### config.mk
export PLATFORM = sky130hd
export DESIGN_NAME = decode_stage
export DESIGN_NICKNAME = d
export VERILOG_FILES = /design/src/design/riscv_isa_pkg.sv /design/src/design/decode_pkg.sv /design/src/design/fetch_latch.sv /design/src/design/instr_decoder.sv /design/src/design/issue_buffer.sv /design/src/design/decode_stage.sv
export VERILOG_INCLUDE_DIRS = /design/src /design/src/design
export SDC_FILE = /design/constraint.sdc
export NUM_CORES = 1
export LEC_CHECK = 0
export BUFFER_PORTS_ARGS = -buffer_cell sky130_fd_sc_hd__buf_2
export CORE_UTILIZATION = 48
export CTS_BUF_LIST = sky130_fd_sc_hd__clkbuf_4 sky130_fd_sc_hd__clkbuf_8
export DETAILED_ROUTE_END_ITERATION = 16
export PLACE_DENSITY = 0.7
export RECOVER_POWER = 25
export SYNTH_ARGS = -nofsm -noshare
export SYNTH_HDL_FRONTEND = slang
export SYNTH_HIERARCHICAL = 1
export SYNTH_SLANG_ARGS = --single-unit
### constraint.sdc
create_clock -name clk -period 6.3 [get_ports clk]
set_clock_uncertainty 0.05 [all_clocks]
set_input_delay 1.26 -clock clk [delete_from_list [all_inputs] [get_ports clk]]
set_output_delay 1.26 -clock clk [all_outputs]
set_load 0.05 [all_outputs]
### src/design/decode_config.svh
`ifndef DECODE_CONFIG_SVH
`define DECODE_CONFIG_SVH

// Lanes per fetch bundle, 1 to 8
`define DECODE_WIDTH 4

`define ILEN 32

// Holds any lane count up to 8
`define LANE_CNT_W 4

`endif

### src/design/riscv_isa_pkg.sv
`default_nettype none

package riscv_isa_pkg;

    // Major opcodes, instr[6:0]
    typedef enum logic [6:0] {
        OPC_OP_IMM    = 7'b0010011,
        OPC_OP        = 7'b0110011,
        OPC_OP_IMM_32 = 7'b0011011,
        OPC_OP_32     = 7'b0111011,
        OPC_LOAD      = 7'b0000011,
        OPC_STORE     = 7'b0100011,
        OPC_LUI       = 7'b0110111,
        OPC_AUIPC     = 7'b0010111,
        OPC_JAL       = 7'b1101111,
        OPC_JALR      = 7'b1100111,
        OPC_BRANCH    = 7'b1100011
    } opcode_e;

    localparam logic [2:0] F3_ADD_SUB = 3'b000; // Shared by imm, reg and word forms
    localparam logic [2:0] F3_SLL     = 3'b001;
    localparam logic [2:0] F3_SLT     = 3'b010;
    localparam logic [2:0] F3_SLTU    = 3'b011;
    localparam logic [2:0] F3_XOR     = 3'b100;
    localparam logic [2:0] F3_SRL_SRA = 3'b101;
    localparam logic [2:0] F3_OR      = 3'b110;
    localparam logic [2:0] F3_AND     = 3'b111;

    localparam logic [2:0] F3_LB  = 3'b000;
    localparam logic [2:0] F3_LH  = 3'b001;
    localparam logic [2:0] F3_LW  = 3'b010;
    localparam logic [2:0] F3_LD  = 3'b011;
    localparam logic [2:0] F3_LBU = 3'b100;
    localparam logic [2:0] F3_LHU = 3'b101;
    localparam logic [2:0] F3_LWU = 3'b110;

    localparam logic [2:0] F3_SB = 3'b000;
    localparam logic [2:0] F3_SH = 3'b001;
    localparam logic [2:0] F3_SW = 3'b010;
    localparam logic [2:0] F3_SD = 3'b011;

    localparam logic [2:0] F3_BEQ  = 3'b000;
    localparam logic [2:0] F3_BNE  = 3'b001;
    localparam logic [2:0] F3_BLT  = 3'b100;
    localparam logic [2:0] F3_BGE  = 3'b101;
    localparam logic [2:0] F3_BLTU = 3'b110;
    localparam logic [2:0] F3_BGEU = 3'b111;

    localparam logic [2:0] F3_JALR = 3'b000;

    localparam logic [6:0] F7_BASE = 7'b0000000;
    localparam logic [6:0] F7_ALT  = 7'b0100000; // SUB and SRA variants
    localparam logic [5:0] F6_SRL  = 6'b000000; // Also the left shift pattern
    localparam logic [5:0] F6_SRA  = 6'b010000;

    typedef enum logic [5:0] {
        OP_NONE,
        ADDI, XORI, ORI, ANDI, SLTI, SLTIU, SLLI, SRLI, SRAI,
        ADD, SUB, AND, OR, XOR, SLL, SLT, SLTU, SRL, SRA,
        ADDIW, SLLIW, SRLIW, SRAIW, ADDW, SUBW, SLLW, SRLW, SRAW,
        LD, LB, LH, LW, LBU, LHU, LWU,
        SD, SB, SH, SW,
        LUI, AUIPC, JAL, JALR,
        BEQ, BNE, BLT, BGE, BLTU, BGEU
    } op_e;

    typedef enum logic [3:0] {
        ALU_NOP, ALU_ADD, ALU_SUB, ALU_AND, ALU_OR, ALU_XOR, ALU_LT,
        ALU_LTU, ALU_SL, ALU_SR, ALU_SRU, ALU_SRW, ALU_SRUW, ALU_DIRECT
    } alu_func_e;

endpackage

`default_nettype wire

### src/design/decode_pkg.sv
`default_nettype none

`include "decode_config.svh"

package decode_pkg;
    import riscv_isa_pkg::*;

    typedef logic [`ILEN-1:0] instr_t;

    // One decoded lane
    typedef struct packed {
        op_e       op;
        alu_func_e alu_func;
        logic      reg_write;
        logic      mem_read;
        logic      mem_write;
        logic      illegal;   // No pattern matched
        logic      valid;     // Lane below the bundle's count
    } control_t;

    typedef struct packed {
        instr_t [`DECODE_WIDTH-1:0]  instr;
        logic   [`LANE_CNT_W-1:0]    lane_cnt;
    } fetch_bundle_t;

    typedef struct packed {
        control_t [`DECODE_WIDTH-1:0] ctl;
    } decode_bundle_t;

endpackage

`default_nettype wire

### src/design/fetch_latch.sv
`timescale 1ns/1ps
`default_nettype none

`include "decode_config.svh"

module fetch_latch
    import decode_pkg::*;
(
    input  logic                       clk,
    input  logic                       rst_n,
    input  logic                       in_valid,
    output logic                       in_ready,
    input  fetch_bundle_t              in_bundle,
    input  logic                       buf_ready,
    output logic                       latch_valid,
    output instr_t [`DECODE_WIDTH-1:0] lane_instr,
    output logic   [`DECODE_WIDTH-1:0] lane_valid
);

    logic          full_q;
    fetch_bundle_t bundle_q;
    logic          take;

    assign in_ready = !full_q || buf_ready; // Empty or draining this cycle
    assign take     = in_valid && in_ready;

    always_ff @(posedge clk) begin
        if (!rst_n) begin
            full_q <= 1'b0;
        end else if (in_ready) begin
            full_q <= in_valid;
        end
    end

    always_ff @(posedge clk) begin
        if (take) begin
            bundle_q <= in_bundle;
        end
    end

    assign latch_valid = full_q;
    assign lane_instr  = bundle_q.instr;

    always_comb begin
        for (int i = 0; i < `DECODE_WIDTH; i++) begin
            lane_valid[i] = `LANE_CNT_W'(i) < bundle_q.lane_cnt;
        end
    end

endmodule

`default_nettype wire

### src/design/instr_decoder.sv
`timescale 1ns/1ps
`default_nettype none

`include "decode_config.svh"

module instr_decoder
    import riscv_isa_pkg::*;
    import decode_pkg::*;
(
    input  logic [`ILEN-1:0] instr,
    output control_t         ctl
);

    logic [6:0] opcode;
    logic [2:0] funct3;
    logic [6:0] funct7;
    logic [5:0] funct6;

    assign opcode = instr[6:0];
    assign funct3 = instr[14:12];
    assign funct7 = instr[31:25];
    assign funct6 = instr[31:26];

    function automatic control_t ctl_word(op_e op, alu_func_e fn, logic rw, logic rd, logic wr);
        control_t c;
        c           = '0;
        c.op        = op;
        c.alu_func  = fn;
        c.reg_write = rw;
        c.mem_read  = rd;
        c.mem_write = wr;
        return c;
    endfunction

    // Register-writing ALU operation
    function automatic control_t alu_op(op_e op, alu_func_e fn);
        return ctl_word(op, fn, 1'b1, 1'b0, 1'b0);
    endfunction

    always_comb begin
        ctl = '0;
        unique case (opcode)
            OPC_OP_IMM: begin
                unique case (funct3)
                    F3_ADD_SUB: ctl = alu_op(ADDI, ALU_ADD);
                    F3_XOR:     ctl = alu_op(XORI, ALU_XOR);
                    F3_OR:      ctl = alu_op(ORI, ALU_OR);
                    F3_AND:     ctl = alu_op(ANDI, ALU_AND);
                    F3_SLT:     ctl = alu_op(SLTI, ALU_LT);
                    F3_SLTU:    ctl = alu_op(SLTIU, ALU_LTU);
                    F3_SLL:     if (funct6 == F6_SRL) ctl = alu_op(SLLI, ALU_SL);
                    F3_SRL_SRA: begin
                        if (funct6 == F6_SRL) begin
                            ctl = alu_op(SRLI, ALU_SRU);
                        end else if (funct6 == F6_SRA) begin
                            ctl = alu_op(SRAI, ALU_SR);
                        end
                    end
                    default: ;
                endcase
            end
            OPC_OP: begin
                unique case (funct3)
                    F3_ADD_SUB: begin
                        if (funct7 == F7_BASE) begin
                            ctl = alu_op(ADD, ALU_ADD);
                        end else if (funct7 == F7_ALT) begin
                            ctl = alu_op(SUB, ALU_SUB);
                        end
                    end
                    F3_SRL_SRA: begin
                        if (funct7 == F7_BASE) begin
                            ctl = alu_op(SRL, ALU_SRU);
                        end else if (funct7 == F7_ALT) begin
                            ctl = alu_op(SRA, ALU_SR);
                        end
                    end
                    F3_AND:  if (funct7 == F7_BASE) ctl = alu_op(AND, ALU_AND);
                    F3_OR:   if (funct7 == F7_BASE) ctl = alu_op(OR, ALU_OR);
                    F3_XOR:  if (funct7 == F7_BASE) ctl = alu_op(XOR, ALU_XOR);
                    F3_SLL:  if (funct7 == F7_BASE) ctl = alu_op(SLL, ALU_SL);
                    F3_SLT:  if (funct7 == F7_BASE) ctl = alu_op(SLT, ALU_LT);
                    F3_SLTU: if (funct7 == F7_BASE) ctl = alu_op(SLTU, ALU_LTU);
                    default: ;
                endcase
            end
            OPC_OP_IMM_32: begin
                unique case (funct3)
                    F3_ADD_SUB: ctl = alu_op(ADDIW, ALU_ADD);
                    F3_SLL:     if (funct6 == F6_SRL) ctl = alu_op(SLLIW, ALU_SL);
                    F3_SRL_SRA: begin
                        if (funct6 == F6_SRL) begin
                            ctl = alu_op(SRLIW, ALU_SRUW);
                        end else if (funct6 == F6_SRA) begin
                            ctl = alu_op(SRAIW, ALU_SRW);
                        end
                    end
                    default: ;
                endcase
            end
            OPC_OP_32: begin
                unique case (funct3)
                    F3_ADD_SUB: begin
                        if (funct7 == F7_BASE) begin
                            ctl = alu_op(ADDW, ALU_ADD);
                        end else if (funct7 == F7_ALT) begin
                            ctl = alu_op(SUBW, ALU_SUB);
                        end
                    end
                    F3_SLL: if (funct7 == F7_BASE) ctl = alu_op(SLLW, ALU_SL);
                    F3_SRL_SRA: begin
                        if (funct7 == F7_BASE) begin
                            ctl = alu_op(SRLW, ALU_SRUW);
                        end else if (funct7 == F7_ALT) begin
                            ctl = alu_op(SRAW, ALU_SRW);
                        end
                    end
                    default: ;
                endcase
            end
            OPC_LOAD: begin
                unique case (funct3)
                    F3_LD:   ctl = ctl_word(LD, ALU_NOP, 1'b1, 1'b1, 1'b0);
                    F3_LB:   ctl = ctl_word(LB, ALU_NOP, 1'b1, 1'b1, 1'b0);
                    F3_LH:   ctl = ctl_word(LH, ALU_NOP, 1'b1, 1'b1, 1'b0);
                    F3_LW:   ctl = ctl_word(LW, ALU_NOP, 1'b1, 1'b1, 1'b0);
                    F3_LBU:  ctl = ctl_word(LBU, ALU_NOP, 1'b1, 1'b1, 1'b0);
                    F3_LHU:  ctl = ctl_word(LHU, ALU_NOP, 1'b1, 1'b1, 1'b0);
                    F3_LWU:  ctl = ctl_word(LWU, ALU_NOP, 1'b1, 1'b1, 1'b0);
                    default: ;
                endcase
            end
            OPC_STORE: begin
                unique case (funct3)
                    F3_SD:   ctl = ctl_word(SD, ALU_DIRECT, 1'b0, 1'b0, 1'b1);
                    F3_SB:   ctl = ctl_word(SB, ALU_DIRECT, 1'b0, 1'b0, 1'b1);
                    F3_SH:   ctl = ctl_word(SH, ALU_DIRECT, 1'b0, 1'b0, 1'b1);
                    F3_SW:   ctl = ctl_word(SW, ALU_DIRECT, 1'b0, 1'b0, 1'b1);
                    default: ;
                endcase
            end
            OPC_LUI:   ctl = alu_op(LUI, ALU_DIRECT); // Immediate passes straight through
            OPC_AUIPC: ctl = alu_op(AUIPC, ALU_ADD);
            OPC_JAL:   ctl = alu_op(JAL, ALU_ADD);    // Link address pc + 4
            OPC_JALR:  if (funct3 == F3_JALR) ctl = alu_op(JALR, ALU_ADD);
            OPC_BRANCH: begin
                unique case (funct3)
                    F3_BEQ:  ctl = ctl_word(BEQ, ALU_NOP, 1'b0, 1'b0, 1'b0);
                    F3_BNE:  ctl = ctl_word(BNE, ALU_NOP, 1'b0, 1'b0, 1'b0);
                    F3_BLT:  ctl = ctl_word(BLT, ALU_NOP, 1'b0, 1'b0, 1'b0);
                    F3_BGE:  ctl = ctl_word(BGE, ALU_NOP, 1'b0, 1'b0, 1'b0);
                    F3_BLTU: ctl = ctl_word(BLTU, ALU_NOP, 1'b0, 1'b0, 1'b0);
                    F3_BGEU: ctl = ctl_word(BGEU, ALU_NOP, 1'b0, 1'b0, 1'b0);
                    default: ;
                endcase
            end
            default: ;
        endcase

        // Nothing matched
        if (ctl.op == OP_NONE) begin
            ctl.illegal = 1'b1;
        end
    end

endmodule

`default_nettype wire

### src/design/issue_buffer.sv
`timescale 1ns/1ps
`default_nettype none

`include "decode_config.svh"

module issue_buffer
    import decode_pkg::*;
(
    input  logic                         clk,
    input  logic                         rst_n,
    input  logic                         latch_valid,
    output logic                         buf_ready,
    input  control_t [`DECODE_WIDTH-1:0] lane_ctl,
    input  logic     [`DECODE_WIDTH-1:0] lane_valid,
    output logic                         out_valid,
    input  logic                         out_ready,
    output decode_bundle_t               out_bundle
);

    logic           full_q;
    decode_bundle_t bundle_d;
    decode_bundle_t bundle_q;

    assign buf_ready = !full_q || out_ready;

    // Lanes past the count go out as all zero
    always_comb begin
        for (int i = 0; i < `DECODE_WIDTH; i++) begin
            bundle_d.ctl[i] = '0;
            if (lane_valid[i]) begin
                bundle_d.ctl[i]       = lane_ctl[i];
                bundle_d.ctl[i].valid = 1'b1;
            end
        end
    end

    always_ff @(posedge clk) begin
        if (!rst_n) begin
            full_q <= 1'b0;
        end else if (buf_ready) begin
            full_q <= latch_valid;
        end
    end

    always_ff @(posedge clk) begin
        if (buf_ready && latch_valid) begin
            bundle_q <= bundle_d;
        end
    end

    assign out_valid  = full_q;
    assign out_bundle = bundle_q;

endmodule

`default_nettype wire

### src/design/decode_stage.sv
`timescale 1ns/1ps
`default_nettype none

`include "decode_config.svh"

module decode_stage
    import decode_pkg::*;
(
    input  logic           clk,
    input  logic           rst_n,
    input  logic           in_valid,
    output logic           in_ready,
    input  fetch_bundle_t  in_bundle,
    output logic           out_valid,
    input  logic           out_ready,
    output decode_bundle_t out_bundle
);

    instr_t   [`DECODE_WIDTH-1:0] lane_instr;
    logic     [`DECODE_WIDTH-1:0] lane_valid;
    control_t [`DECODE_WIDTH-1:0] lane_ctl;
    logic                         latch_valid;
    logic                         buf_ready;

    fetch_latch i_fetch_latch (
        .clk         (clk),
        .rst_n       (rst_n),
        .in_valid    (in_valid),
        .in_ready    (in_ready),
        .in_bundle   (in_bundle),
        .buf_ready   (buf_ready),
        .latch_valid (latch_valid),
        .lane_instr  (lane_instr),
        .lane_valid  (lane_valid)
    );

    for (genvar i = 0; i < `DECODE_WIDTH; i++) begin : g_lane
        instr_decoder i_instr_decoder (
            .instr (lane_instr[i]),
            .ctl   (lane_ctl[i])
        );
    end

    issue_buffer i_issue_buffer (
        .clk         (clk),
        .rst_n       (rst_n),
        .latch_valid (latch_valid),
        .buf_ready   (buf_ready),
        .lane_ctl    (lane_ctl),
        .lane_valid  (lane_valid),
        .out_valid   (out_valid),
        .out_ready   (out_ready),
        .out_bundle  (out_bundle)
    );

endmodule

`default_nettype wire

### Word level (Yosys, flattened, before mapping)

Index checks and enable logic that the tools add are counted.

* reduce and logical (&&, ||, !) cells: 22
* multiplexer cells: 128
* order comparisons: 4
* equality and inequality tests: 80

Operators with widths (number)
* one-hot mux 15 bit (8 select lines): 8
* one-hot mux 15 bit (11 select lines): 4
* 2-to-1 mux 14 bit: 32
* 2-to-1 mux 15 bit: 28
* one-hot mux 15 bit (7 select lines): 4
* one-hot mux 15 bit (3 select lines): 8
* one-hot mux 15 bit (6 select lines): 4
* 2-to-1 mux 13 bit: 24
* one-hot mux 15 bit (4 select lines): 4
* == test 7 x 6 -> 1 bit, second input constant: 20
* == test 7 x 5 -> 1 bit, second input constant: 12
* == test 7 bit, second input constant: 12
* == test 3 bit, second input constant: 16
* zero test 6 bit: 8
* 2-to-1 mux 12 bit: 4
* == test 7 x 2 -> 1 bit, second input constant: 4
* zero test 7 bit: 4
* == test 3 x 2 -> 1 bit, second input constant: 8
* == test 6 x 5 -> 1 bit, second input constant: 4
* == test 3 x 1 -> 1 bit, second input constant: 4
* zero test 3 bit: 4
* < comparator 1 x 4 -> 1 bit, first input constant: 2
* < comparator 2 x 4 -> 1 bit, first input constant: 2
* 2-to-1 mux 1 bit: 8
* 3 further kinds: 6

* input bits: 136
* word-level logic and storage cells: 269
* output and inout port bits: 62
* bits in registers: 194

### Depth between registers and ports, before layout

Gate-level depths: netlist of run 1.

* depth in word-level cells: 7
* depth in mapped cells: 10

### By module

The synthesis of run 1 kept the hierarchy.

By module, submodules not included
* fetch_latch: seq. area each 3983.8 µm², times used 1, cells each 269, area each 4999.8 µm²
* issue_buffer: seq. area each 1821.7 µm², times used 1, cells each 125, area each 2296.0 µm²
* instr_decoder (g_lane[2].i_instr_decoder ...): seq. area each 0.0 µm², times used 2, cells each 175, area each 1128.6 µm²
* instr_decoder (g_lane[0].i_instr_decoder ...): seq. area each 0.0 µm², times used 2, cells each 169, area each 1094.8 µm²

### Worst setup path before layout of run 1

No wires, ideal clock.

* path type: input to register
* start: input port out_ready
* end: register i_fetch_latch/bundle_q[0] (netlist bit), enable pin
* path buffers: 0
* arrival: 4.948 ns
* data required time: 5.744 ns
* slack: 0.796 ns
* cell stages on the path: 3
* cells stage by stage: nand2b_4 nand2b_1 and2_1

* word-level cells in the longest chain between the ends: 3

RTL lines
* start: declaration: RTL line decode_stage.sv:15 `input logic out_ready,`
* logical OR 1 bit: RTL line issue_buffer.sv:24 `assign buf_ready = !full_q || out_ready;`
* logical OR 1 bit: RTL line fetch_latch.sv:24 `assign in_ready = !full_q || buf_ready;`
* via in_ready: RTL line decode_stage.sv:12 `output logic in_ready,`
* logical AND 1 bit: RTL line fetch_latch.sv:25 `assign take = in_valid && in_ready;`
* via i_fetch_latch.take: RTL line fetch_latch.sv:22 `logic take;`
* end signal: assignment: RTL line fetch_latch.sv:37 `bundle_q <= in_bundle;`
* end: declaration: RTL line fetch_latch.sv:21 `fetch_bundle_t bundle_q;`

The timed path passes the listed nets, and every way through them passes these cells.
A chain may end at the register's enable or synchronous reset.

### Worst setup path in the final report of run 1

* start: input port out_ready
* end: output port in_ready

* word-level cells in the longest chain between the ends: 2

RTL lines
* logical OR 1 bit: RTL line issue_buffer.sv:24
* via buf_ready: RTL line decode_stage.sv:23 `logic buf_ready;`
* logical OR 1 bit: RTL line fetch_latch.sv:24
* end: declaration: RTL line decode_stage.sv:12

The timed path passes the listed nets, and every way through them passes these cells.

==> run summary, run 1 <==
Hold Path Origin -> i_fetch_latch/latch_valid$_SDFFE_PN0P_
r2r setup slk -> 3.39 ns
outcome -> finished, final reports clean
Syn Area/Cell -> 9.90 sq um
Hold Crit Class -> reg2reg
power share of the clock group -> 36.7%
Setup Fix Bufs, Post-CTS -> 0
slew margin rel. -> 32.9%
final worst path period need -> 3.21 ns
vias in the first global route -> 6603
area grow syn2layout -> 5.89%
wire per inst -> 17.8 microns
Post-Synthesis Cells -> 954
Layout fillers -> 1739
die area -> 20200 sq um
PD cells -> 221 nW/um^2
sequential share of power -> 49.7%
antenna-violating nets left -> 0
Initial DRC Count -> 811
fin crit share -> 50.9%
# DRC -> 0
Total GRT Usage -> 22.2%
Vias -> 7549
final HPWL from detailed placement -> 15.8 mm
crit path from -> out_ready
capturing point of the worst reg2reg path -> i_issue_buffer/out_bundle[1]$_SDFFCE_PN0P_
nets -> 1135
Worst setup EP type -> output port
initial antenna violation count -> 0
final setup violation count -> 0
CP required -> 4.99 ns
Num CTS Buffers -> 17
Hold-fix buffers, CTS -> 0
H-tree depth -> 4
Sink Count -> 134
crit path capture -> in_ready
largest net degree at the start of global routing -> 73
internal power -> 1.57 mW
Logic pwr share -> 13.6%
CP Class -> in2out
first-pass GRT wire length -> 34.9 mm
Final Hold Fails -> 0
Hold Slack -> 0.442 ns
clock buffer depth -> 2
gpl congestion -> 0.959
io pins -> 198
DR pass1 iterations -> 5
# rows -> 50
n_diodes -> 0
PortBufs -> 137
Gates resized, CTS repair -> 0
RSZ-0062 raised after global routing -> false
LEAKAGE -> 3.68 nW
final setup TNS -> 0 ns
Via density -> 5.99
Die Width -> 142 microns
grt total ovfl -> 0
Startpoint Class -> input pin
Worst-path clk slew -> 0.08 ns
CORE AREA -> 19000 sq um
Die H -> 142 microns
syn nets -> 1102
clk_lat worst skew -> 0.46 ns
Root Driver -> clkbuf_8
maximum vdd drop -> 0.126 mV
worst-margin pin slew -> 1.01 ns
synth warn -> 6
max_cap viols -> 0
CTS tree -> done
Post-Syn Area -> 9450 sq um
Crit path arrival time -> 1.90 ns
Initial Util -> 49.7%
reg2reg path depth -> 7
sw frac -> 28.7%
Crit Reg-Reg Startpoint -> i_fetch_latch/lane_instr[13]$_DFFE_PP_
largest fanout on the critical path -> 3
fin. max-slew vios -> 0
drt total wl -> 22.4 mm
fraction of layout cells with a size suffix above 1 -> 26.0%
net load switching power -> 634 uW
fmax -> 0.312 GHz
-- sequential cells by signal, summed over array words and instances (netlist names) --
signal,flops
i_fetch_latch/bundle_q,4
i_fetch_latch/lane_instr,68
i_fetch_latch/latch_valid,1
i_issue_buffer/out_bundle,60
i_issue_buffer/out_valid,1
-- layout make-up --
cell class | count | area, sq um | area share, %
multi-input combinational | 668 | 4420 | 44.2
clock inverter | 14 | 199 | 1.99
clock buffer | 18 | 241 | 2.41
tap | 260 | 325 | 3.25
sequential | 134 | 4000 | 40.0
timing repair buffer | 140 | 706 | 7.06
inverter | 26 | 103 | 1.03
-- critical path, stage by stage --
cell and delay [ns]:
buf_2 0.09, nand2b_1 0.15, nand2b_1 0.17, buf_2 0.22
-- per-stage QoR --
step	area [sq um]	power [mW]	util, %	worst slack [ns]	std cells
2_1_floorplan	9450	1.37	-	2.20	954
3_3_place_gp	9580	1.41	50.4	3.13	1228
3_5_place_dp	9580	1.42	50.4	3.12	1228
4_1_cts	10000	2.23	52.7	3.12	1260
5_1_grt	10000	2.28	52.6	3.05	1260
6_report	10000	2.21	52.6	3.09	1260
-- metal layers --
metal  up-vias  track usage, %  share of wire, %
met5         -               0                 0
met4         0            8.26               2.1
met3        37            4.74               8.2
met2       415            35.3                46
met1      3486            29.8                43
li1       3611               -                 -
-- power groups by stage --
| stage | Clock, mW | Combinational (mW) | Sequential [mW] |
|---|---|---|---|
| after floorplan | 0 | 0.235 | 1.14 |
| after global placement | 0 | 0.300 | 1.11 |
| after detailed placement | 0 | 0.300 | 1.12 |
| after CTS | 0.830 | 0.301 | 1.10 |
| after global routing | 0.854 | 0.325 | 1.10 |
| final | 0.809 | 0.301 | 1.10 |
-- worst min path at each step --
stage	to	depth (start not counted)
detailed placement	i_issue_buffer/out_valid$_SDFFE_PN0P_	2
floorplan	i_issue_buffer/out_valid$_SDFFE_PN0P_	2
finish	i_issue_buffer/out_valid$_SDFFE_PN0P_	2
global route	i_issue_buffer/out_valid$_SDFFE_PN0P_	2
global placement	i_issue_buffer/out_valid$_SDFFE_PN0P_	2
CTS	i_issue_buffer/out_valid$_SDFFE_PN0P_	2
-- placed cells by master (no fill, tap or decap), types with 10 or more instances in the layout --
| cell type | instances |
|---|---|
| nor2b_1 | 12 |
| nand4_1 | 18 |
| nand3b_1 | 12 |
| nand3_1 | 46 |
| a21oi_1 | 44 |
| ha_1 | 12 |
| nand2_1 | 60 |
| a211oi_1 | 24 |
| edfxtp_1 | 132 |
| o21ai_0 | 36 |
| o211ai_1 | 10 |
| inv_1 | 20 |
| and2_1 | 24 |
| nand2b_1 | 10 |
| nor4_1 | 14 |
| nor2_1 | 70 |
| clkbuf_8 | 17 |
| nor3_1 | 20 |
| o22ai_1 | 12 |
| buf_2 | 135 |
| o31ai_1 | 10 |
| and2_2 | 39 |
Note: power is estimated with default switching activity, not from simulation.
==> run 2: changes to the inputs <==
--- a/config.mk
+++ b/config.mk
@@ -10,7 +10,7 @@
 export CORE_UTILIZATION = 48
 export CTS_BUF_LIST = sky130_fd_sc_hd__clkbuf_4 sky130_fd_sc_hd__clkbuf_8
 export DETAILED_ROUTE_END_ITERATION = 16
-export PLACE_DENSITY = 0.7
+export PLACE_DENSITY = 0.73
 export RECOVER_POWER = 25
 export SYNTH_ARGS = -nofsm -noshare
 export SYNTH_HDL_FRONTEND = slang
==> constraint.sdc (replaced) <==
create_clock -name clk -period 2.72 [get_ports clk]
set_clock_uncertainty 0.05 [all_clocks]
set_input_delay 0.544 -clock clk [delete_from_list [all_inputs] [get_ports clk]]
set_output_delay 0.544 -clock clk [all_outputs]
set_load 0.05 [all_outputs]
==> run 2 against run 1 <==
Against the previous run:
- the flow now finishes with violations (capacitance limit, slew limit)
- worst setup slack lost 2.9 ns
- wire length grew 3.7%
- die area is the same
- global-route usage grew 1.1 points
- non-clock buffer count grew 60
- highest routed layer unchanged
==> run summary, run 2 (synthesis gave the netlist of run 1 again) <==
CP Class -> reg2reg
RSZ-0062 raised after global routing -> false
Hold Slack -> 0.209 ns (-0.234 ns)
Total GRT Usage -> 23.3% (+1.1 points)
# DRC -> 0 (unchanged)
CP bufs+invs -> 0 (-2)
Die H -> 142 microns (unchanged)
final HPWL from detailed placement -> 17.2 mm (+9.0%)
PD cells -> 474 nW/um^2 (+110%)
fin. max-slew vios -> 31 (+31)
nets -> 1195 (+5.3%)
fin crit share -> 93.0%
largest net degree at the start of global routing -> 40 (-45%)
first-pass GRT wire length -> 36.7 mm (+5.1%)
Crit path arrival time -> 2.80 ns (+0.90 ns)
fmax -> 0.395 GHz
io pins -> 198 (unchanged)
worst-margin pin slew -> 1.58 ns (+0.571 ns)
Hold Crit Class -> in2reg
reg2reg path depth -> 7 (unchanged)
DR pass1 iterations -> 5 (unchanged)
Num CTS Buffers -> 17 (unchanged)
final setup TNS -> 0 ns (unchanged)
Worst-path clk slew -> 0.08 ns (about the same)
drt total wl -> 23.2 mm (+3.7%)
Largest register FFs -> 68 (unchanged)
outcome -> complete, but fails checks
Die Width -> 142 microns (unchanged)
final worst path period need -> 2.53 ns
Hold-fix buffers, CTS -> 0 (unchanged)
H-tree depth -> 4 (unchanged)
CP required -> 2.99 ns (-2.00 ns)
area grow syn2layout -> 10.2%
fraction of layout cells with a size suffix above 1 -> 30.1% (+4.1 points)
clock buffer depth -> 2 (unchanged)
wire per inst -> 17.6 microns (-1.1%)
Vias -> 7927 (+5.0%)
initial antenna violation count -> 0 (unchanged)
clk_lat worst skew -> 0.45 ns (about the same)
Gates resized, CTS repair -> 0 (unchanged)
Via density -> 6.00 (+0.16%)
Layout fillers -> 1676 (-3.6%)
Setup Fix Bufs, Post-CTS -> 0 (unchanged)
CORE AREA -> 19000 sq um (unchanged)
Root Driver -> clkbuf_8
max_cap viols -> 1 (+1)
gpl congestion -> 1.03 (+7.6%)
# rows -> 50 (unchanged)
grt total ovfl -> 0 (unchanged)
Sink Count -> 134 (unchanged)
Initial Util -> 49.7% (unchanged)
most frequent cells in the layout -> buf_2 (136), edfxtp_1 (132), nor2_1 (70)
slew margin rel. -> -5.18% (-38 points)
Critical Path Slowest Stage Cell -> edfxtp_1
largest fanout on the critical path -> 15 (+12)
Worst setup EP type -> register
ordered cell list for the critical path -> nor3_1, o21ai_0, a21oi_1, a211o_1, or3_1, nor4_2, and2_1
most common cell after layout, fill and taps aside -> buf_2
antenna-violating nets left -> 0 (unchanged)
die area -> 20200 sq um (unchanged)
CTS tree -> done
CP top delay family -> simple AND/OR/NAND/NOR gates
PortBufs -> 137 (unchanged)
Final Hold Fails -> 0 (unchanged)
worst hold path depth -> 1 (-1)
LEAKAGE -> 3.95 nW (+7.2%)
Initial DRC Count -> 1109 (+37%)
Register Area -> 4000 sq um (unchanged)
Startpoint Class -> register
multi-input logic area -> 4430 sq um (about the same)
failing checks -> capacitance limit, slew limit
maximum vdd drop -> 0.283 mV (+120%)
vias in the first global route -> 7213 (+9.2%)
final setup violation count -> 0 (unchanged)
crit-path max cell delay -> 0.73 ns (+0.51 ns)
Worst path depth -> 7 (+3)
[run 2: cell count changes in the layout (fill, tap and decap cells not counted), sizes merged]
cell | before | now
buf | 138 | 198
bufinv | 4 | 2
clkbuf | 20 | 19
clkinv | 3 | 8
clkinvlp | 4 | 5
diode | 0 | 1
inv | 29 | 26
[run 2: layer usage]
layer	vias up	GRT usage, %	share of wire [%]	wire, microns
met5	-	0	0	0
met4	0	9.62	3.7	862
met3	93	5.01	8.4	1960
met2	492	38.4	46	10800
met1	3606	29.7	41	9610
li1	3736	-	-	-
[run 2: area by class of cell]
type	instances	area share, %
Multi-Input combinational cell	668	42.5
Sequential cell	134	38.5
Timing Repair Buffer	200	11.3
Tap cell	260	3.12
Clock buffer	17	2.25
Clock inverter	15	1.33
Inverter	26	0.985
Antenna cell	1	0.0240
[run 2: metrics by stage]
stage / total power [mW] / worst slack [ns] / util [%] / std cells / cell area (sq um)
3_5_place_dp: 3.34 / 0.272 / 52.9 / 1288 / 10100
3_3_place_gp: 3.34 / 0.261 / 52.9 / 1288 / 10100
2_1_floorplan: 3.18 / 0.103 / - / 954 / 9450
6_report: 4.93 / 0.189 / 54.8 / 1321 / 10400
4_1_cts: 4.97 / 0.238 / 54.8 / 1320 / 10400
5_1_grt: 5.12 / 0.0378 / 54.7 / 1320 / 10400
[run 2: path summary, 6_finish.rpt]
kind | from | slack, ns | end
setup / recovery | i_fetch_latch/lane_instr[108]$_DFFE_PP_ | 0.19 | i_issue_buffer/out_bundle[46]$_SDFFCE_PN0P_
hold / removal | in_bundle[105] | 0.21 | i_fetch_latch/lane_instr[101]$_DFFE_PP_
setup reg to reg | i_fetch_latch/lane_instr[108]$_DFFE_PP_ | 0.19 | i_issue_buffer/out_bundle[46]$_SDFFCE_PN0P_
hold reg to reg | i_fetch_latch/latch_valid$_SDFFE_PN0P_ | 0.43 | i_issue_buffer/out_valid$_SDFFE_PN0P_
[run 2: report_power, final]
part / switching (mW) / internal [mW]
Sequential: 0.0953 / 2.40
Combinational: 0.537 / 0.280
Clock: 0.826 / 0.797
Total: 1.46 / 3.47
